--- src/design/fdiv_fsqrt_pkg.sv ---
// binary32 only; rounding mode and flag encodings follow RISC-V, 5-bit tag by default
package fdiv_fsqrt_pkg;

  localparam int fp_width_gp       = 32;
  localparam int exp_width_gp      = 8;
  localparam int mant_width_gp     = 23;
  localparam int reg_addr_width_gp = 5;
  localparam int uexp_width_gp     = 10;  // unbiased exponent, signed
  localparam int q_width_gp        = 26;  // 24 kept bits, guard, one spare
  localparam int exp_bias_gp       = 127;

  localparam logic [fp_width_gp-1:0] canon_nan_gp = 32'h7fc0_0000;

  typedef enum logic [2:0] {
    rne = 3'd0,
    rtz = 3'd1,
    rdn = 3'd2,
    rup = 3'd3,
    rmm = 3'd4
  } frm_e;

  typedef enum logic {
    op_fdiv  = 1'b0,
    op_fsqrt = 1'b1
  } fp_op_e;

  typedef enum logic [2:0] {
    cls_zero,
    cls_normal,
    cls_inf,
    cls_snan,
    cls_qnan
  } fp_class_e;

  // ~~~~~~~~~~~~~~~~~~~~~~~~~~~~~~
  typedef struct packed {
    logic nv;  // invalid
    logic dz;  // divide by zero
    logic of;
    logic uf;
    logic nx;
  } fflags_s;

  typedef struct packed {
    logic                            sign;
    logic signed [uexp_width_gp-1:0] exp;   // bias removed
    logic [mant_width_gp:0]          mant;  // hidden one at msb
    fp_class_e                       cls;
  } fp_unpacked_s;

  typedef struct packed {
    fp_op_e                 op;
    frm_e                   rm;
    logic [fp_width_gp-1:0] a;
    logic [fp_width_gp-1:0] b;
  } ds_req_s;

  typedef struct packed {
    logic [fp_width_gp-1:0] result;
    fflags_s                flags;
  } ds_resp_s;

endpackage

--- src/design/fp_unpack.sv ---
// subnormal operands are read as signed zero; NaN payloads are not kept
module fp_unpack (
  input  logic [fdiv_fsqrt_pkg::fp_width_gp-1:0] operand_i
  , output fdiv_fsqrt_pkg::fp_unpacked_s         unpacked_o
);

  import fdiv_fsqrt_pkg::*;

  logic [exp_width_gp-1:0]  exp_field;
  logic [mant_width_gp-1:0] frac_field;
  logic                     exp_zero;
  logic                     exp_ones;

  assign exp_field  = operand_i[fp_width_gp-2 -: exp_width_gp];
  assign frac_field = operand_i[mant_width_gp-1:0];
  assign exp_zero   = (exp_field == '0);
  assign exp_ones   = (exp_field == '1);

  always_comb begin
    unpacked_o.sign = operand_i[fp_width_gp-1];
    // two's complement in the narrow width, read back as signed
    unpacked_o.exp  = $signed(uexp_width_gp'(exp_field) - uexp_width_gp'(exp_bias_gp));
    unpacked_o.mant = {1'b1, frac_field};  // hidden bit restored

    if (exp_zero) begin
      unpacked_o.cls  = cls_zero;       // covers subnormals too
      unpacked_o.mant = '0;
    end else if (!exp_ones) begin
      unpacked_o.cls = cls_normal;
    end else if (frac_field == '0) begin
      unpacked_o.cls = cls_inf;
    end else if (frac_field[mant_width_gp-1]) begin
      unpacked_o.cls = cls_qnan;        // quiet bit set
    end else begin
      unpacked_o.cls = cls_snan;
    end
  end

endmodule

--- src/design/mant_divsqrt_iter.sv ---
// one radix-2 digit per cycle; start_i is ignored while a run is in progress
module mant_divsqrt_iter (
  input  logic                                     clk_i
  , input  logic                                   reset_i
  , input  logic                                   start_i
  , input  fdiv_fsqrt_pkg::fp_op_e                 op_i
  , input  logic [fdiv_fsqrt_pkg::q_width_gp-1:0]  num_i
  , input  logic [fdiv_fsqrt_pkg::mant_width_gp:0] den_i
  , output logic                                   idle_o
  , output logic                                   done_o
  , output logic [fdiv_fsqrt_pkg::q_width_gp-1:0]  q_o
  , output logic                                   sticky_o
);

  import fdiv_fsqrt_pkg::*;

  localparam int den_width_lp = mant_width_gp + 1;
  localparam int rem_width_lp = q_width_gp + 1;    // sqrt remainder stays below 2*root+1
  localparam int cur_width_lp = rem_width_lp + 2;  // remainder with next radicand pair
  localparam int cnt_width_lp = $clog2(q_width_gp);

  typedef enum logic {
    st_idle,
    st_run
  } iter_state_e;

  iter_state_e             state_r;
  logic [cnt_width_lp-1:0] cnt_r;
  logic                    done_r;
  logic                    last_step;

  fp_op_e                  op_r;
  logic [den_width_lp-1:0] den_r;
  logic [rem_width_lp-1:0] rem_r;
  logic [q_width_gp-1:0]   q_r;
  logic [q_width_gp-1:0]   rad_r;  // radicand bits not yet consumed

  logic [cur_width_lp-1:0] cur;
  logic [cur_width_lp-1:0] sub;
  logic [cur_width_lp-1:0] kept;
  logic                    ge;

  // ~~~~~~~~~~~~~~~~~~~~~~~~~~~~~~
  // shared trial subtraction

  always_comb begin
    if (op_r == op_fdiv) begin
      cur = cur_width_lp'(rem_r);  // compare first, shift after
      sub = cur_width_lp'(den_r);
    end else begin
      cur = {rem_r, rad_r[q_width_gp-1 -: 2]};     // bring down one pair
      sub = cur_width_lp'({q_r, 2'b01});           // 4*root + 1
    end
    ge   = (cur >= sub);
    kept = ge ? cur - sub : cur;  // restoring step
  end

  assign last_step = (cnt_r == cnt_width_lp'(q_width_gp - 1));

  // ~~~~~~~~~~~~~~~~~~~~~~~~~~~~~~
  // control

  always_ff @(posedge clk_i) begin
    if (reset_i) begin
      state_r <= st_idle;
      cnt_r   <= '0;
      done_r  <= 1'b0;
    end else begin
      done_r <= 1'b0;
      case (state_r)
        st_idle: begin
          if (start_i) begin
            state_r <= st_run;
            cnt_r   <= '0;
          end
        end
        st_run: begin
          cnt_r <= cnt_r + 1'b1;
          if (last_step) begin
            state_r <= st_idle;
            done_r  <= 1'b1;  // q_r now holds all bits
          end
        end
        default: state_r <= st_idle;
      endcase
    end
  end

  // ~~~~~~~~~~~~~~~~~~~~~~~~~~~~~~
  // datapath

  always_ff @(posedge clk_i) begin
    if (state_r == st_idle && start_i) begin
      op_r  <= op_i;
      den_r <= den_i;
      rad_r <= num_i;
      rem_r <= (op_i == op_fdiv) ? rem_width_lp'(num_i) : '0;
      q_r   <= '0;
    end else if (state_r == st_run) begin
      q_r   <= {q_r[q_width_gp-2:0], ge};
      rad_r <= {rad_r[q_width_gp-3:0], 2'b00};  // zeros after the top half
      if (op_r == op_fdiv) begin
        rem_r <= rem_width_lp'({kept, 1'b0});
      end else begin
        rem_r <= rem_width_lp'(kept);
      end
    end
  end

  assign idle_o   = (state_r == st_idle);
  assign done_o   = done_r;
  assign q_o      = q_r;
  assign sticky_o = |rem_r;  // exact iff nothing left over

endmodule

--- src/design/fp_round_pack.sv ---
// q_i bit 25 carries weight one at exp_i; tiny results flush to zero, no subnormal output
module fp_round_pack (
  input  logic                                            sign_i
  , input  logic signed [fdiv_fsqrt_pkg::uexp_width_gp-1:0] exp_i
  , input  logic [fdiv_fsqrt_pkg::q_width_gp-1:0]         q_i
  , input  logic                                          sticky_i
  , input  fdiv_fsqrt_pkg::frm_e                          rm_i
  , output fdiv_fsqrt_pkg::ds_resp_s                      resp_o
);

  import fdiv_fsqrt_pkg::*;

  localparam logic signed [uexp_width_gp-1:0] exp_inf_lp =
    uexp_width_gp'(2**exp_width_gp - 1);

  logic [mant_width_gp:0]          mant;      // 24 kept bits
  logic                            guard;
  logic                            rest;      // everything below guard
  logic signed [uexp_width_gp-1:0] exp_norm;
  logic                            inexact;
  logic                            round_up;
  logic [mant_width_gp+1:0]        mant_rnd;  // with carry out
  logic signed [uexp_width_gp-1:0] exp_biased;
  logic                            ovf_to_inf;

  // ~~~~~~~~~~~~~~~~~~~~~~~~~~~~~~
  always_comb begin
    if (q_i[q_width_gp-1]) begin
      mant     = q_i[q_width_gp-1 -: mant_width_gp+1];
      guard    = q_i[1];
      rest     = q_i[0] | sticky_i;
      exp_norm = exp_i;
    end else begin
      mant     = q_i[q_width_gp-2 -: mant_width_gp+1];  // one left shift
      guard    = q_i[0];
      rest     = sticky_i;
      exp_norm = exp_i - 1'b1;
    end

    inexact = guard | rest;
    case (rm_i)
      rne:     round_up = guard & (rest | mant[0]);  // ties to even
      rtz:     round_up = 1'b0;
      rdn:     round_up = inexact & sign_i;
      rup:     round_up = inexact & ~sign_i;
      rmm:     round_up = guard;
      default: round_up = 1'b0;
    endcase

    mant_rnd   = {1'b0, mant} + round_up;
    exp_biased = exp_norm + uexp_width_gp'(exp_bias_gp) + mant_rnd[mant_width_gp+1];

    ovf_to_inf = (rm_i == rne) || (rm_i == rmm) ||
                 ((rm_i == rup) && !sign_i) || ((rm_i == rdn) && sign_i);

    resp_o.flags = '0;
    if (exp_biased >= exp_inf_lp) begin
      if (ovf_to_inf) begin
        resp_o.result = {sign_i, {exp_width_gp{1'b1}}, {mant_width_gp{1'b0}}};
      end else begin
        resp_o.result = {sign_i, {(exp_width_gp-1){1'b1}}, 1'b0, {mant_width_gp{1'b1}}};
      end
      resp_o.flags.of = 1'b1;
      resp_o.flags.nx = 1'b1;
    end else if (exp_biased <= 0) begin
      resp_o.result   = {sign_i, {(fp_width_gp-1){1'b0}}};  // flushed
      resp_o.flags.uf = 1'b1;
      resp_o.flags.nx = 1'b1;
    end else begin
      // a carry leaves the fraction bits at zero
      resp_o.result   = {sign_i, exp_biased[exp_width_gp-1:0], mant_rnd[mant_width_gp-1:0]};
      resp_o.flags.nx = inexact;
    end
  end

endmodule

--- src/design/divsqrt_core.sv ---
// one operation at a time; req_i is sampled only on start_i while idle
module divsqrt_core (
  input  logic                        clk_i
  , input  logic                      reset_i
  , input  logic                      start_i
  , input  fdiv_fsqrt_pkg::ds_req_s   req_i
  , output logic                      idle_o
  , output logic                      done_o
  , output fdiv_fsqrt_pkg::ds_resp_s  resp_o
);

  import fdiv_fsqrt_pkg::*;

  typedef enum logic [1:0] {
    cs_idle,
    cs_iter,
    cs_round,
    cs_done
  } core_state_e;

  core_state_e                     state_r;
  logic                            dec_r;  // first cycle after start
  ds_req_s                         req_r;
  ds_resp_s                        resp_r;

  fp_unpacked_s                    ua;
  fp_unpacked_s                    ub;
  logic                            is_div;
  logic                            a_nan;
  logic                            b_nan;
  logic                            special;
  ds_resp_s                        spec_resp;
  logic                            res_sign;
  logic signed [uexp_width_gp-1:0] res_exp;
  logic [q_width_gp-1:0]           num;

  logic                            iter_start;
  logic                            iter_idle;
  logic                            iter_done;
  logic [q_width_gp-1:0]           iter_q;
  logic                            iter_sticky;
  ds_resp_s                        rnd_resp;

  fp_unpack i_unpack_a (.operand_i(req_r.a), .unpacked_o(ua));
  fp_unpack i_unpack_b (.operand_i(req_r.b), .unpacked_o(ub));

  assign is_div   = (req_r.op == op_fdiv);
  assign a_nan    = ua.cls inside {cls_qnan, cls_snan};
  assign b_nan    = ub.cls inside {cls_qnan, cls_snan};
  assign res_sign = is_div ? (ua.sign ^ ub.sign) : 1'b0;

  // ~~~~~~~~~~~~~~~~~~~~~~~~~~~~~~
  // fixed results for special operands

  always_comb begin
    special          = 1'b1;
    spec_resp.result = canon_nan_gp;
    spec_resp.flags  = '0;
    if (is_div) begin
      if (a_nan || b_nan) begin
        spec_resp.flags.nv = (ua.cls == cls_snan) || (ub.cls == cls_snan);
      end else if ((ua.cls == ub.cls) && (ua.cls inside {cls_zero, cls_inf})) begin
        spec_resp.flags.nv = 1'b1;  // 0/0, inf/inf
      end else if ((ua.cls == cls_inf) || (ub.cls == cls_zero)) begin
        spec_resp.result   = {res_sign, {exp_width_gp{1'b1}}, {mant_width_gp{1'b0}}};
        spec_resp.flags.dz = (ua.cls != cls_inf);
      end else if ((ua.cls == cls_zero) || (ub.cls == cls_inf)) begin
        spec_resp.result = {res_sign, {(fp_width_gp-1){1'b0}}};
      end else begin
        special = 1'b0;
      end
    end else begin
      if (a_nan) begin
        spec_resp.flags.nv = (ua.cls == cls_snan);
      end else if (ua.cls == cls_zero) begin
        spec_resp.result = {ua.sign, {(fp_width_gp-1){1'b0}}};  // keeps -0
      end else if (ua.sign) begin
        spec_resp.flags.nv = 1'b1;
      end else if (ua.cls == cls_inf) begin
        spec_resp.result = {1'b0, {exp_width_gp{1'b1}}, {mant_width_gp{1'b0}}};
      end else begin
        special = 1'b0;
      end
    end
  end

  // ~~~~~~~~~~~~~~~~~~~~~~~~~~~~~~
  // operand alignment

  assign res_exp = is_div ? (ua.exp - ub.exp) : (ua.exp >>> 1);

  always_comb begin
    if (is_div) begin
      num = {2'b00, ua.mant};
    end else if (ua.exp[0]) begin
      num = {ua.mant, 2'b00};        // odd exponent, radicand doubled
    end else begin
      num = {1'b0, ua.mant, 1'b0};
    end
  end

  assign iter_start = (state_r == cs_iter) && dec_r && !special && iter_idle;

  mant_divsqrt_iter i_iter (
    .clk_i    (clk_i)
    , .reset_i  (reset_i)
    , .start_i  (iter_start)
    , .op_i     (req_r.op)
    , .num_i    (num)
    , .den_i    (ub.mant)
    , .idle_o   (iter_idle)
    , .done_o   (iter_done)
    , .q_o      (iter_q)
    , .sticky_o (iter_sticky)
  );

  fp_round_pack i_round (
    .sign_i     (res_sign)
    , .exp_i    (res_exp)
    , .q_i      (iter_q)
    , .sticky_i (iter_sticky)
    , .rm_i     (req_r.rm)
    , .resp_o   (rnd_resp)
  );

  // ~~~~~~~~~~~~~~~~~~~~~~~~~~~~~~
  always_ff @(posedge clk_i) begin
    if (reset_i) begin
      state_r <= cs_idle;
      dec_r   <= 1'b0;
    end else begin
      dec_r <= 1'b0;
      case (state_r)
        cs_idle: begin
          if (start_i) begin
            state_r <= cs_iter;
            dec_r   <= 1'b1;
          end
        end
        cs_iter: begin
          if ((dec_r && special) || iter_done) begin
            state_r <= cs_round;
          end
        end
        cs_round: state_r <= cs_done;
        cs_done:  state_r <= cs_idle;
        default:  state_r <= cs_idle;
      endcase
    end
  end

  always_ff @(posedge clk_i) begin
    if ((state_r == cs_idle) && start_i) begin
      req_r <= req_i;
    end
    if (state_r == cs_round) begin
      resp_r <= special ? spec_resp : rnd_resp;  // held until next start
    end
  end

  assign idle_o = (state_r == cs_idle) && iter_idle;
  assign done_o = (state_r == cs_done);
  assign resp_o = resp_r;

endmodule

--- src/design/fpu_fdiv_fsqrt.sv ---
// one request in flight; resp_o and rd_o are meaningful only while v_o is high
module fpu_fdiv_fsqrt #(
  parameter int reg_addr_width_p = fdiv_fsqrt_pkg::reg_addr_width_gp
) (
  input  logic                          clk_i
  , input  logic                        reset_i

  , input  logic                        v_i
  , input  fdiv_fsqrt_pkg::ds_req_s     req_i
  , input  logic [reg_addr_width_p-1:0] rd_i
  , output logic                        ready_o

  , output logic                        v_o
  , output fdiv_fsqrt_pkg::ds_resp_s    resp_o
  , output logic [reg_addr_width_p-1:0] rd_o
  , input  logic                        yumi_i
);

  typedef enum logic [1:0] {
    st_idle,
    st_busy,
    st_done
  } ds_state_e;

  ds_state_e                   state_r;
  ds_state_e                   state_n;
  logic [reg_addr_width_p-1:0] rd_r;
  logic                        accept;
  logic                        core_idle;
  logic                        core_done;

  // ~~~~~~~~~~~~~~~~~~~~~~~~~~~~~~
  // divide / sqrt engine

  divsqrt_core i_core (
    .clk_i     (clk_i)
    , .reset_i (reset_i)
    , .start_i (accept)
    , .req_i   (req_i)
    , .idle_o  (core_idle)
    , .done_o  (core_done)
    , .resp_o  (resp_o)  // registered in the core
  );

  // ~~~~~~~~~~~~~~~~~~~~~~~~~~~~~~
  // request / response handshake

  assign ready_o = (state_r == st_idle) && core_idle;  // independent of v_i
  assign accept  = ready_o && v_i;

  always_comb begin
    state_n = state_r;
    case (state_r)
      st_idle: begin
        if (accept) begin
          state_n = st_busy;
        end
      end
      st_busy: begin
        if (core_done) begin
          state_n = st_done;  // done pulse becomes a held valid
        end
      end
      st_done: begin
        if (yumi_i) begin
          state_n = st_idle;
        end
      end
      default: state_n = st_idle;
    endcase
  end

  always_ff @(posedge clk_i) begin
    if (reset_i) begin
      state_r <= st_idle;
    end else begin
      state_r <= state_n;
    end
  end

  // tag travels alongside the operation
  always_ff @(posedge clk_i) begin
    if (accept) begin
      rd_r <= rd_i;
    end
  end

  assign v_o  = (state_r == st_done);
  assign rd_o = rd_r;

endmodule

--- config.mk ---
export PLATFORM = sky130hd
export DESIGN_NAME = fpu_fdiv_fsqrt
export DESIGN_NICKNAME = d
export VERILOG_FILES = /design/src/design/fdiv_fsqrt_pkg.sv /design/src/design/fp_unpack.sv /design/src/design/mant_divsqrt_iter.sv /design/src/design/fp_round_pack.sv /design/src/design/divsqrt_core.sv /design/src/design/fpu_fdiv_fsqrt.sv
export SDC_FILE = /design/constraint.sdc
export NUM_CORES = 1
export LEC_CHECK = 0
export BUFFER_PORTS_ARGS = -buffer_cell sky130_fd_sc_hd__buf_4
export CAP_MARGIN = 20
export CORE_ASPECT_RATIO = 1.5
export CORE_UTILIZATION = 40
export CTS_CLUSTER_DIAMETER = 30
export CTS_CLUSTER_SIZE = 10
export DETAILED_ROUTE_END_ITERATION = 12
export SLEW_MARGIN = 10
export SYNTH_ARGS = -nofsm -noshare
export SYNTH_HDL_FRONTEND = slang
export SYNTH_SLANG_ARGS = --single-unit
--- constraint.sdc ---
create_clock -name clk_i -period 7.57 [get_ports clk_i]
set_input_delay 1.514 -clock clk_i [delete_from_list [all_inputs] [get_ports clk_i]]
set_output_delay 1.514 -clock clk_i [all_outputs]
set_load 0.01 [all_outputs]
Word-level counts from Yosys, hierarchy flattened --
Cells that the tools add are included.
Operators by class: add/subtract/negate cells 9, magnitude comparators 3, eq/ne operators 25, muxes and demuxes 77, bitwise logic cells 12, reduce and logical (&&, ||, !) cells 42
Operators with widths (count):
- $mux W32 | 6
- $mux W26 | 5
- $mux W27 | 4
- $mux W24 | 4
- $mux W31 | 2
- $logic_not A23 Y1 | 2
- $mux W23 | 2
- $mux W37 | 1
- $mux W33 | 1
- $mux W1 | 30
- $ge A29 B28 Y1 | 1
- $mux W29 | 1
- $mux W28 | 1
- $reduce_or A27 Y1 | 1
- $sub A27 B27 Y27 | 1
- $add A24 B1 Y25 | 1
- $mux W3 | 8
- $mux W10 | 2
- $eq A3 B2 Y1 const B | 6
- $sub A8 B7 Y9 const B | 2
- $eq A8 B8 Y1 const B | 2
- $logic_not A8 Y1 | 2
- $logic_and A1 B1 Y1 | 12
- $add A10 B1 Y10 | 1
- other kinds (34) | 70
Word-level totals: register bits after elaboration 226, input port bits 77, output and inout bits 44

Longest topological paths before layout --
Gate-level depths: netlist (run 1).
depth after elaboration 16, mapped depth 33, gate-level depth less buffers 29

By module --
Synthesis (run 1) repeated with hierarchy kept, for this count alone.
Second synthesis, totals: cells, all modules 1544, area, all modules 15133.3 µm²
By module, submodules not included:
- mant_divsqrt_iter | instances 1, cells an instance 716, area an instance 6825.3 µm², seq. area each 3002.9 µm²
- divsqrt_core | instances 1, cells an instance 369, area an instance 4889.7 µm², seq. area each 3213.1 µm²
- fp_round_pack | instances 1, cells an instance 314, area an instance 2317.2 µm², seq. area each 0.0 µm²
- fp_unpack | instances 2, cells an instance 64, area an instance 422.9 µm², seq. area each 0.0 µm²
- fpu_fdiv_fsqrt | instances 1, cells an instance 17, area an instance 255.2 µm², seq. area each 190.2 µm²

Worst setup path after synthesis (run 1) --
Ideal clock, no wire load.
kind register to register, from reg i_core.req_r[67] (netlist bit), to reg i_core.resp_r, in the netlist i_core.resp_o[28], data pin, setup time 0.261 ns, arrival time 6.519 ns, slack 0.789 ns, stages on the path, launching flop included 33, path buffers 3, period minus slack after synthesis 6.781 ns, path through edfxtp_1 -> inv_2 -> clkbuf_1 -> clkbuf_1 -> nand2_1 -> ha_1 -> nor3b_1 -> or3_1 -> a21oi_1 -> nor2_1 -> ha_1 -> ha_1 -> nand3_1 -> a2111oi_0 -> and4_1 -> and3b_1 -> nand2_1 -> nor2_1 -> nand2_1 -> nor2_1 -> o2111ai_1 -> ha_1 -> ha_1 -> clkbuf_1 -> o21ai_0 -> o21bai_1 -> a311o_1 -> nand3_1 -> a211o_1 -> o21ai_1 -> a31oi_4 -> nor3_1 -> a311o_1
On the way: longest elaborated chain between the ends 10, elaborated cells between the ends (all ways) 24, classes of those cells 4 x add/sub; 2 x order compare; 10 x mux; 3 x bitwise; 5 x reduce/logical
Ends and longest elaborated chain:
- from (decl) | line divsqrt_core.sv:23 | ds_req_s req_r;
- from (signal assigned) | line divsqrt_core.sv:154 | req_r <= req_i;
- parallel branches: the longest is 9 deep, another holds $sub A10 B1 Y10
- $mux W37 * | line divsqrt_core.sv:157 | resp_r <= special ? spec_resp : rnd_resp;
- to (signal assigned) | line divsqrt_core.sv:157
- to (decl) | line divsqrt_core.sv:24 | ds_resp_s resp_r;
Mark *: on every way between the ends. A chain may end at the register's enable or synchronous reset.

Worst setup path in the final report (run 1) --
from reg i_core.req_r[63] (netlist bit), to reg i_core.resp_r, in the netlist i_core.resp_o[20], data pin
On the way: longest elaborated chain between the ends 11, elaborated cells between the ends (all ways) 27, classes of those cells 2 x add/sub; 2 x order compare; 14 x mux; 4 x bitwise; 5 x reduce/logical
Ends and longest elaborated chain:
- $xor A1 B1 Y1 | line divsqrt_core.sv:50 | assign res_sign = is_div ? (ua.sign ^ ub.sign) : 1'b0;
- $mux W1 | line divsqrt_core.sv:50
- $not A1 Y1 | line fp_round_pack.sv:45 | rup: round_up = inexact & ~sign_i;
- $and A1 B1 Y1 | line fp_round_pack.sv:45
- $pmux W1 S4 | line fp_round_pack.sv:41 | case (rm_i)
- $add A24 B1 Y25 | line fp_round_pack.sv:50 | mant_rnd = {1'b0, mant} + round_up;
- $add A10 B1 Y10 | line fp_round_pack.sv:51 | exp_biased = exp_norm + uexp_width_gp'(exp_bias_gp) + mant_rnd[mant_width_gp+1];
- $le A10 B1 Y1 | line fp_round_pack.sv:65 | end else if (exp_biased <= 0) begin
- $mux W31 | line fp_round_pack.sv:65
- $mux W31 | line fp_round_pack.sv:57 | if (exp_biased >= exp_inf_lp) begin
- $mux W37 * | line divsqrt_core.sv:157
Every way passes the cells marked *; elsewhere a longest branch is shown, timed or not.

==> results of run 1 <==
what timing repair did:
item                       CTS  global route
resized for setup            0             2
setup endpoints to repair    0            22
hold buffers                 0             0
power by group:
group | switching, mW | total (mW) | internal, mW
Clock | 0.668 | 1.97 | 1.30
Combinational | 1.45 | 2.47 | 1.02
Sequential | 0.259 | 1.97 | 1.71
synth_stat cells, types with 4 or more instances:
cell type	count
edfxtp_1	188
nand2_1	176
mux2i_1	75
nor2_1	74
o21ai_0	66
a21oi_1	60
ha_1	53
clkbuf_1	43
inv_1	39
dfxtp_1	38
mux2_2	35
and2_1	34
nand3_1	31
xnor2_1	30
a21o_1	25
o2111ai_1	23
o21ai_1	23
nor3_1	22
and3_1	21
xor2_1	21
a22o_1	19
a211oi_1	18
nand2b_1	18
nor4_1	18
nor2b_1	17
buf_1	16
buf_2	16
nand4_1	16
mux4_2	15
a211o_1	11
a31oi_1	11
nor3b_1	9
a21boi_0	8
o31ai_1	8
or3_1	7
or2_2	6
a311o_1	5
a311oi_1	5
buf_4	4
path summary, 6_finish.rpt:
kind	start	to	slack [ps]
min	i_core.i_iter.cnt_r[4]$_SDFFE_PP0P_	i_core.i_iter.cnt_r[4]$_SDFFE_PP0P_	470
min reg2reg	i_core.i_iter.cnt_r[4]$_SDFFE_PP0P_	i_core.i_iter.cnt_r[4]$_SDFFE_PP0P_	470
max	i_core.req_r[63]$_DFFE_PP_	i_core.resp_o[20]$_SDFFCE_PP0P_	790
max reg2reg	i_core.req_r[63]$_DFFE_PP_	i_core.resp_o[20]$_SDFFCE_PP0P_	790
metal layers:
metal | global-route usage | share of wire
met1 | 0.246 | 0.41
met2 | 0.364 | 0.51
met3 | 0.0258 | 0.032
met4 | 0.105 | 0.047
met5 | 0 | 0
cells by family after synthesis:
group | Yosys count | synth area share
xor gates and xnor gates | 55 | 0.0367
muxes | 126 | 0.105
DFF | 226 | 0.450
AOI/OAI and AO/OA | 328 | 0.159
adders and majority gates | 55 | 0.0493
and+or+nand+nor | 473 | 0.164
buffers and inverters | 124 | 0.0362
state kept, by name, summed over array words and instances, names as in the netlist, 2 cells and up:
name	cells
rd_o	5
i_core.req_r	68
i_core.state_r	2
i_core.i_iter.rad_r	26
i_core.i_iter.cnt_r	5
i_core.i_iter.den_r	24
i_core.i_iter.q_o	26
i_core.i_iter.rem_r	27
i_core.resp_o	37
state_r	2
worst reg2reg max path, delay by kind of cell, from the launching register on:
family / cells / cell delay, ps
flops: 1 / 450
compound gates: 10 / 2350
fa+ha+maj: 5 / 1280
simple gates: 13 / 2160
xor+xnor: 1 / 180
buf+inv: 1 / 200
final cells by class:
cell class              count  share of cell area
inverters                  43             0.00948
clock buffers              47              0.0647
well taps                 473              0.0348
flip-flops and latches    226               0.377
clock inverters            29              0.0226
repair buffers            137              0.0604
multi-input cells        1037               0.432
through the flow:
stage / hold WS (ps) / total power [mW] / instances / utilization
CTS: 478 / 6.44 / 1992 / 0.484
finish: 475 / 6.41 / 1992 / 0.485
detailed placement: 471 / 4.45 / 1916 / 0.442
floorplan: 452 / 3.80 / 1387 / -
global placement: 462 / 4.41 / 1916 / 0.442
global route: 518 / 6.83 / 1992 / 0.485
==> results.ini, run 1 <==
[routing]
first_pass_iters=4
drtIter0Drc=691
vias=11061
via_per_inst=5.55
drc=0
routed_wl_mm=36.8
drt.antenna.violating_nets=0
wl_per_cell_um=18.5

[timing]
finalSetupViolations=0
finalSetupTns_ps=0
period_minus_slack_ps=6780
slew_viol_final=0
max_freq_mhz=147
rsz0062_at_grt=no
finalCritPeriodShare=0.896
setup_slack_ps=786
skew_ps=23.2
worstMarginPinSlew_ps=1020
slew_headroom=0.319
hold_viol_final=0

[pwr]
power.density_mw_per_mm2=377
power_leakage_nw=6.59
peakVddDrop_mv=0.208

[critical_path]
worstSetupPathType=reg2reg
worst_r2r_path_depth=30
crit_top_cell=ha_1
cp.arrival_ps=7160
path_delay_family=compound AO/OA/AOI/OAI gates
crit_cells=30
critPathLaunchType=flip-flop
slowest_delay_ps=450
cp_slowest_cell=edfxtp_1
crit_buf_inv=1
critPathRequiredTime_ps=7940
path_max_fanout=22
critPathCaptureType=flip-flop

[yosys]
ys_seq_area_frac=0.450
synth_cell_types=87
synth_top_area_frac=0.396
synth_edf_count=188
ys_ff_latch=226
synth-main-ff-cell=edfxtp_1
synth_cells=1387
ys_async_sr_fraction=0
synth_area_per_cell_um2=10.3
netlist_top_cells_area=edfxtp_1 40%, dfxtp_1 5.3%, mux2i_1 5.3%
ys_warn_count=0
yosysTopAreaCell=edfxtp_1
syn-cell-area_mm2=0.0142
synth_nets=1519

[run_status]
outcome=finished, final reports clean

[final_layout]
final_layout_size_suffix_gt1_frac=0.194
layout_commonest_cell=edfxtp_1
postLayoutCellArea_mm2=0.0170
area_delta_synth_final_pct=19.4
multi_input_area_mm2=0.00734
diodes=0
regArea_mm2=0.00641
mostFrequentLayoutCells=188 x edfxtp_1, 176 x nand2_1, 137 x buf_4
fillCellCount=3273
fin_nets=1619

[global_route]
grt_max_degree=70
grt_pass1_vias=10936
grt_overflow=0
track_usage=0.207
antenna_found_initial=0
grt_pass1_wl_mm=58.6

[placed_design]
dpl_worst_slack_ps=519
globalplace.congestion=0.871
io_buffers=120
postPlaceCellArea_mm2=0.0155
dp_hpwl_mm=27.2

[hold_path]
worstHoldPathCells=2
hold_class=reg2reg

[clocking]
path_clk_slew_ps=50
clk_path_buf_depth=3
cts_max_level=2
post_cts_buffers=0
clkLatencyLatePin_ps=540
cts_made_buffers=42
clock_sinks=226
cts-root-buf=clkbuf_16
cts_tree=built

[floorplan]
fp.dieW_um=156
core-area_mm2=0.0351
die-area_mm2=0.0364
io-pin-count=121
die_h_um=233
start_util=0.406
rows=84

[job]
cap_viol_max_count=0

(Power assumes the default switching activity.)
==> inputs of run 2 (changes only) <==
--- a/config.mk
+++ b/config.mk
@@ -5,13 +5,13 @@
 export SDC_FILE = /design/constraint.sdc
 export NUM_CORES = 1
 export LEC_CHECK = 0
-export BUFFER_PORTS_ARGS = -buffer_cell sky130_fd_sc_hd__buf_4
 export CAP_MARGIN = 20
 export CORE_ASPECT_RATIO = 1.5
 export CORE_UTILIZATION = 40
 export CTS_CLUSTER_DIAMETER = 30
 export CTS_CLUSTER_SIZE = 10
 export DETAILED_ROUTE_END_ITERATION = 12
+export DONT_BUFFER_PORTS = 1
 export SLEW_MARGIN = 10
 export SYNTH_ARGS = -nofsm -noshare
 export SYNTH_HDL_FRONTEND = slang
==> results.ini, run 2 (synthesized netlist as in run 1, its figures left out) <==
[run_status]
outcome=finished, final reports clean

[floorplan]
fp.dieW_um=156  ; unchanged
start_util=0.406  ; unchanged
io-pin-count=121  ; unchanged
rows=84  ; unchanged
die-area_mm2=0.0364  ; unchanged
core-area_mm2=0.0351  ; unchanged
die_h_um=233  ; unchanged

[routing]
vias=10689  ; -3.4%
first_pass_iters=5  ; +1
wl_per_cell_um=19.7  ; +6.7%
drtIter0Drc=708  ; +2.5%
routed_wl_mm=36.9  ; +0.36%
drc=0  ; unchanged
drt.antenna.violating_nets=0  ; unchanged
via_per_inst=5.71  ; +2.8%

[final_layout]
mostFrequentLayoutCells=188 x edfxtp_1, 176 x nand2_1, 75 x mux2i_1
top_register=i_core.req_r
final_layout_size_suffix_gt1_frac=0.125  ; -0.0683
fillCellCount=3337  ; +2.0%
layout_commonest_cell=edfxtp_1
postLayoutCellArea_mm2=0.0160  ; -5.8%
fin_nets=1501  ; -7.3%
area_delta_synth_final_pct=12.5
largest_reg_flops=68  ; unchanged

[global_route]
grt_pass1_wl_mm=57.9  ; -1.2%
grt_max_degree=70  ; unchanged
antenna_found_initial=5  ; +5
track_usage=0.204  ; -0.00260
grt_overflow=0  ; unchanged
grt_pass1_vias=10511  ; -3.9%

[pwr]
power.density_mw_per_mm2=386  ; +2.4%
peakVddDrop_mv=0.234  ; +13%
power_leakage_nw=5.97  ; -9.5%

[critical_path]
crit_top_cell=ha_1
crit_buf_inv=2  ; +1
rrSetupSlack_ps=760  ; -30 ps
critPathCaptureType=flip-flop
worst_r2r_path_depth=31  ; +3.3%
worstSetupPathType=reg2reg
slowest_delay_ps=460  ; about the same
critPathRequiredTime_ps=7860  ; -80 ps
critPathLaunchType=flip-flop
path_delay_family=compound AO/OA/AOI/OAI gates
timing.rr.start=i_core.req_r[63]$_DFFE_PP_
cp_slowest_cell=edfxtp_1
path_max_fanout=9  ; -59%
reg2reg_to=i_core.resp_o[27]$_DFFE_PP_
cp.arrival_ps=7100  ; -60 ps

[hold_path]
min_from=i_core.i_iter.cnt_r[4]$_SDFFE_PP0P_
whs_endpoint=i_core.i_iter.cnt_r[4]$_SDFFE_PP0P_
hold_class=reg2reg
worstHoldPathCells=2  ; unchanged

[placed_design]
io_buffers=0  ; -100%
dp_hpwl_mm=26.8  ; -1.4%
dpl_worst_slack_ps=494  ; -24.6 ps
globalplace.congestion=0.897  ; +3.0%
postPlaceCellArea_mm2=0.0146  ; -5.8%

[timing]
finalSetupTns_ps=0  ; unchanged
skew_ps=27.4  ; +4.21 ps
rsz0062_at_grt=no
setup_slack_ps=756  ; -30.2 ps
slew_viol_final=0  ; unchanged
slew_headroom=0.347  ; +0.0273
max_freq_mhz=147  ; -0.44%
hold_viol_final=0  ; unchanged
period_minus_slack_ps=6810  ; +30.2 ps
finalSetupViolations=0  ; unchanged
worstMarginPinSlew_ps=977  ; -41.3 ps
finalCritPeriodShare=0.900  ; +0.00398

[clocking]
cts_made_buffers=40  ; -4.8%
path_clk_slew_ps=50  ; about the same
clock_sinks=226  ; unchanged
clk_path_buf_depth=3  ; unchanged
cts_max_level=2  ; unchanged
clkLatencyLatePin_ps=530  ; about the same
cts-root-buf=clkbuf_16
cts_tree=built

[job]
cap_viol_max_count=0  ; unchanged

[run 2: cell count changes in the layout (fill, tap and decap cells not counted), moves of 2 or more]
cell and change:
buf_4 -117, bufinv_16 -3, clkbuf_16 -2, clkinv_2 +2, clkinvlp_4 -2, diode_2 +3, inv_6 -2
[run 2: layout make-up]
cell class | count | area, um^2 | share of cell area
multi-input cells | 1038 | 7380 | 0.460
well taps | 473 | 592 | 0.0369
flip-flops and latches | 226 | 6410 | 0.400
inverters | 43 | 161 | 0.0101
repair buffers | 20 | 150 | 0.00937
diodes | 3 | 7.51 | 0.000468
clock inverters | 23 | 264 | 0.0165
clock buffers | 47 | 1070 | 0.0667
[run 2: routing by layer]
| metal | up-vias | track usage | wire, um |
|---|---|---|---|
| li1 | 5198 | - | - |
| met1 | 5129 | 0.241 | 15000 |
| met2 | 277 | 0.355 | 18700 |
| met3 | 81 | 0.0356 | 1690 |
| met4 | 4 | 0.101 | 1540 |
| met5 | - | 0 | 26 |
[run 2: how the worst max path moves through the flow]
stage                                           from                               to  slack, ps  depth (start not counted)
after floorplan           i_core.req_r[67]$_DFFE_PP_      i_core.resp_o[28]$_DFFE_PP_        790                         32
final                     i_core.req_r[63]$_DFFE_PP_      i_core.resp_o[27]$_DFFE_PP_        760                         31
after global routing      i_core.req_r[63]$_DFFE_PP_  i_core.resp_o[20]$_SDFFCE_PP0P_         60                         30
after global placement    i_core.req_r[63]$_DFFE_PP_  i_core.resp_o[20]$_SDFFCE_PP0P_        740                         30
after detailed placement  i_core.req_r[63]$_DFFE_PP_   i_core.resp_o[7]$_SDFFCE_PP0P_        490                         30
after CTS                 i_core.req_r[63]$_DFFE_PP_   i_core.resp_o[7]$_SDFFCE_PP0P_        480                         30
[run 2: through the flow]
step,instances,hold WS [ps],util,power [mW]
4_1_cts,1867,486,0.455,6.16
3_5_place_dp,1797,480,0.417,4.36
3_3_place_gp,1797,456,0.417,4.32
6_report,1873,484,0.457,6.18
5_1_grt,1872,510,0.456,6.58
2_1_floorplan,1387,452,-,3.80
[run 2: what timing repair did]
action,4_1_cts,5_1_grt
setup endpoints to repair,0,30
buffers inserted,0,2
gates resized for setup,0,7
hold buffers,0,0
[run 2: where the power goes]
group	switching [mW]	total, mW	internal, mW
Sequential	0.286	2.00	1.71
Combinational	1.45	2.40	0.955
Clock	0.627	1.78	1.15
[run 2: worst register-to-register path, delay by kind of cell, from the launching register on]
kind / cells / cell delay, ps
compound gates: 10 / 2270
simple gates: 13 / 1980
fa+ha+maj: 5 / 1290
flops: 1 / 460
buf+inv: 2 / 370
xor+xnor: 1 / 200
==> inputs of run 3 (changes only) <==
--- a/config.mk
+++ b/config.mk
@@ -12,6 +12,7 @@
 export CTS_CLUSTER_SIZE = 10
 export DETAILED_ROUTE_END_ITERATION = 12
 export DONT_BUFFER_PORTS = 1
+export PLACE_DENSITY = 0.64
 export SLEW_MARGIN = 10
 export SYNTH_ARGS = -nofsm -noshare
 export SYNTH_HDL_FRONTEND = slang
==> results.ini, run 3 (synthesized netlist as in run 1, its figures left out) <==
[critical_path]
critPathRequiredTime_ps=7930  ; +70 ps
crit_buf_inv=1  ; -1
cp_slowest_cell=edfxtp_1
crit_top_cell=ha_1
worstSetupPathType=reg2reg
critPathCaptureType=flip-flop
path_max_fanout=22  ; +13
slowest_delay_ps=460  ; about the same
critPathLaunchType=flip-flop
cp.arrival_ps=7160  ; +60 ps
rrSetupSlack_ps=770  ; about the same
path_delay_family=compound AO/OA/AOI/OAI gates

[routing]
via_per_inst=5.72  ; +0.17%
first_pass_iters=5  ; unchanged
vias=10673  ; -0.15%
drtIter0Drc=718  ; +1.4%
routed_wl_mm=36.4  ; -1.4%
drt.antenna.violating_nets=0  ; unchanged
wl_per_cell_um=19.5  ; -1.1%
drc=0  ; unchanged

[clocking]
path_clk_slew_ps=50  ; about the same
cts_made_buffers=39  ; -2.5%
clock_sinks=226  ; unchanged
cts-root-buf=clkbuf_16
cts_tree=built
clk_path_buf_depth=3  ; unchanged
cts-hold-fix-buffers=0  ; unchanged
clkLatencyLatePin_ps=540  ; about the same
cts_max_level=2  ; unchanged

[final_layout]
multi_input_area_mm2=0.00735  ; -0.34%
regArea_mm2=0.00641  ; unchanged
area_delta_synth_final_pct=11.5
mostFrequentLayoutCells=188 x edfxtp_1, 176 x nand2_1, 75 x mux2i_1
fin_nets=1495  ; -0.40%
fillCellCount=3370  ; +0.99%
postLayoutCellArea_mm2=0.0159  ; -0.83%
final_layout_size_suffix_gt1_frac=0.115  ; -0.0102
largest_reg_flops=68  ; unchanged
top_register=i_core.req_r
layout_commonest_cell=edfxtp_1

[global_route]
track_usage=0.203  ; -0.00112
grt_overflow=0  ; unchanged
grt_pass1_wl_mm=57.6  ; -0.47%
antenna_found_initial=4  ; -1
grt_pass1_vias=10409  ; -0.97%
grt_max_degree=70  ; unchanged

[pwr]
power.density_mw_per_mm2=379  ; -1.7%
peakVddDrop_mv=0.233  ; -0.11%
swShare=0.385  ; +0.00348
p_int_mw=3.70  ; -3.1%
p_clk_frac=0.277  ; -0.011
fin_total_pwr_mw=6.03  ; -2.5%
switchingPower_mw=2.32  ; -1.6%
pwr-share-comb=0.392  ; +0.003
pwr-share-seq=0.331  ; +0.008
power_leakage_nw=5.90  ; -1.2%

[floorplan]
rows=84  ; unchanged
fp.dieW_um=156  ; unchanged
die_h_um=233  ; unchanged
die-area_mm2=0.0364  ; unchanged
io-pin-count=121  ; unchanged
core-area_mm2=0.0351  ; unchanged
start_util=0.406  ; unchanged

[timing]
slew_viol_final=0  ; unchanged
finalSetupTns_ps=0  ; unchanged
rsz0062_at_grt=no
finalCritPeriodShare=0.899  ; -0.00164
slew_headroom=0.275  ; -0.0713
finalSetupViolations=0  ; unchanged
worstMarginPinSlew_ps=1090  ; +110 ps
skew_ps=17.6  ; -9.87 ps
period_minus_slack_ps=6800  ; -12.4 ps
max_freq_mhz=147  ; +0.18%
hold_viol_final=0  ; unchanged

[placed_design]
globalplace.congestion=0.911  ; +1.6%
dp_hpwl_mm=26.7  ; -0.37%
postPlaceCellArea_mm2=0.0146  ; -0.10%
io_buffers=0  ; unchanged

[hold_path]
hold_class=reg2reg

[job]
cap_viol_max_count=0  ; unchanged

[run_status]
outcome=finished, final reports clean

==> run 3: cell count changes in the layout (fill, tap and decap cells not counted), moves of 2 or more <==
cell / change
clkinv_1: +3
bufinv_16: -3
buf_4: -4
inv_6: -2
clkbuf_1: +2
clkinv_2: -4
==> run 3: what timing repair did <==
item	in CTS	in global routing
setup endpoints to repair	0	22
resized for setup	0	3
buffers inserted	0	0
==> run 3: power by group through the flow <==
| stage | Clock [mW] | Sequential [mW] | Combinational (mW) |
|---|---|---|---|
| 2_1_floorplan | 0 | 1.87 | 1.93 |
| 3_3_place_gp | 0 | 2.01 | 2.29 |
| 3_5_place_dp | 0 | 2.02 | 2.33 |
| 4_1_cts | 1.70 | 1.99 | 2.35 |
| 5_1_grt | 1.75 | 2.02 | 2.63 |
| 6_report | 1.67 | 1.99 | 2.36 |
==> run 3: worst reg2reg max path, delay by kind of cell, from the launching register on <==
family | cells | cell delay [ps]
xor gates and xnor gates | 1 | 180
DFF | 1 | 460
AOI/OAI and AO/OA | 10 | 2340
and+or+nand+nor | 13 | 2190
adders and majority gates | 5 | 1290
buffers and inverters | 1 | 200
==> run 3: layout make-up <==
cell class                      count  area share
Antenna cell                        4    0.000630
Clock buffer                       49      0.0684
Clock inverter                     19      0.0104
Inverter                           43      0.0102
Multi-Input combinational cell   1037       0.462
Sequential cell                   226       0.403
Tap cell                          473      0.0372
Timing Repair Buffer               16     0.00756
==> run 3: per-layer routing <==
layer	part of all wire	track usage	vias up
li1	-	-	5176
met1	0.40	0.236	5113
met2	0.50	0.347	282
met3	0.046	0.0360	98
met4	0.056	0.120	4
met5	0.00055	0	-
==> run 3: metrics by stage <==
step | util | instances | setup WS, ps | hold slack [ps]
after global routing | 0.453 | 1866 | 19.4 | 508
after global placement | 0.416 | 1795 | 756 | 455
after CTS | 0.452 | 1863 | 488 | 482
final | 0.453 | 1867 | 768 | 478
after floorplan | - | 1387 | 789 | 452
after detailed placement | 0.416 | 1795 | 515 | 472
==> run 3: path summary, 6_finish.rpt <==
path | startpoint | end | cells after the start
worst max register to register | i_core.req_r[63]$_DFFE_PP_ | i_core.resp_o[20]$_SDFFCE_PP0P_ | 30
worst min-delay path | i_core.i_iter.cnt_r[4]$_SDFFE_PP0P_ | i_core.i_iter.cnt_r[4]$_SDFFE_PP0P_ | 2
worst max-delay path | i_core.req_r[63]$_DFFE_PP_ | i_core.resp_o[20]$_SDFFCE_PP0P_ | 30
worst min register to register | i_core.i_iter.cnt_r[4]$_SDFFE_PP0P_ | i_core.i_iter.cnt_r[4]$_SDFFE_PP0P_ | 2
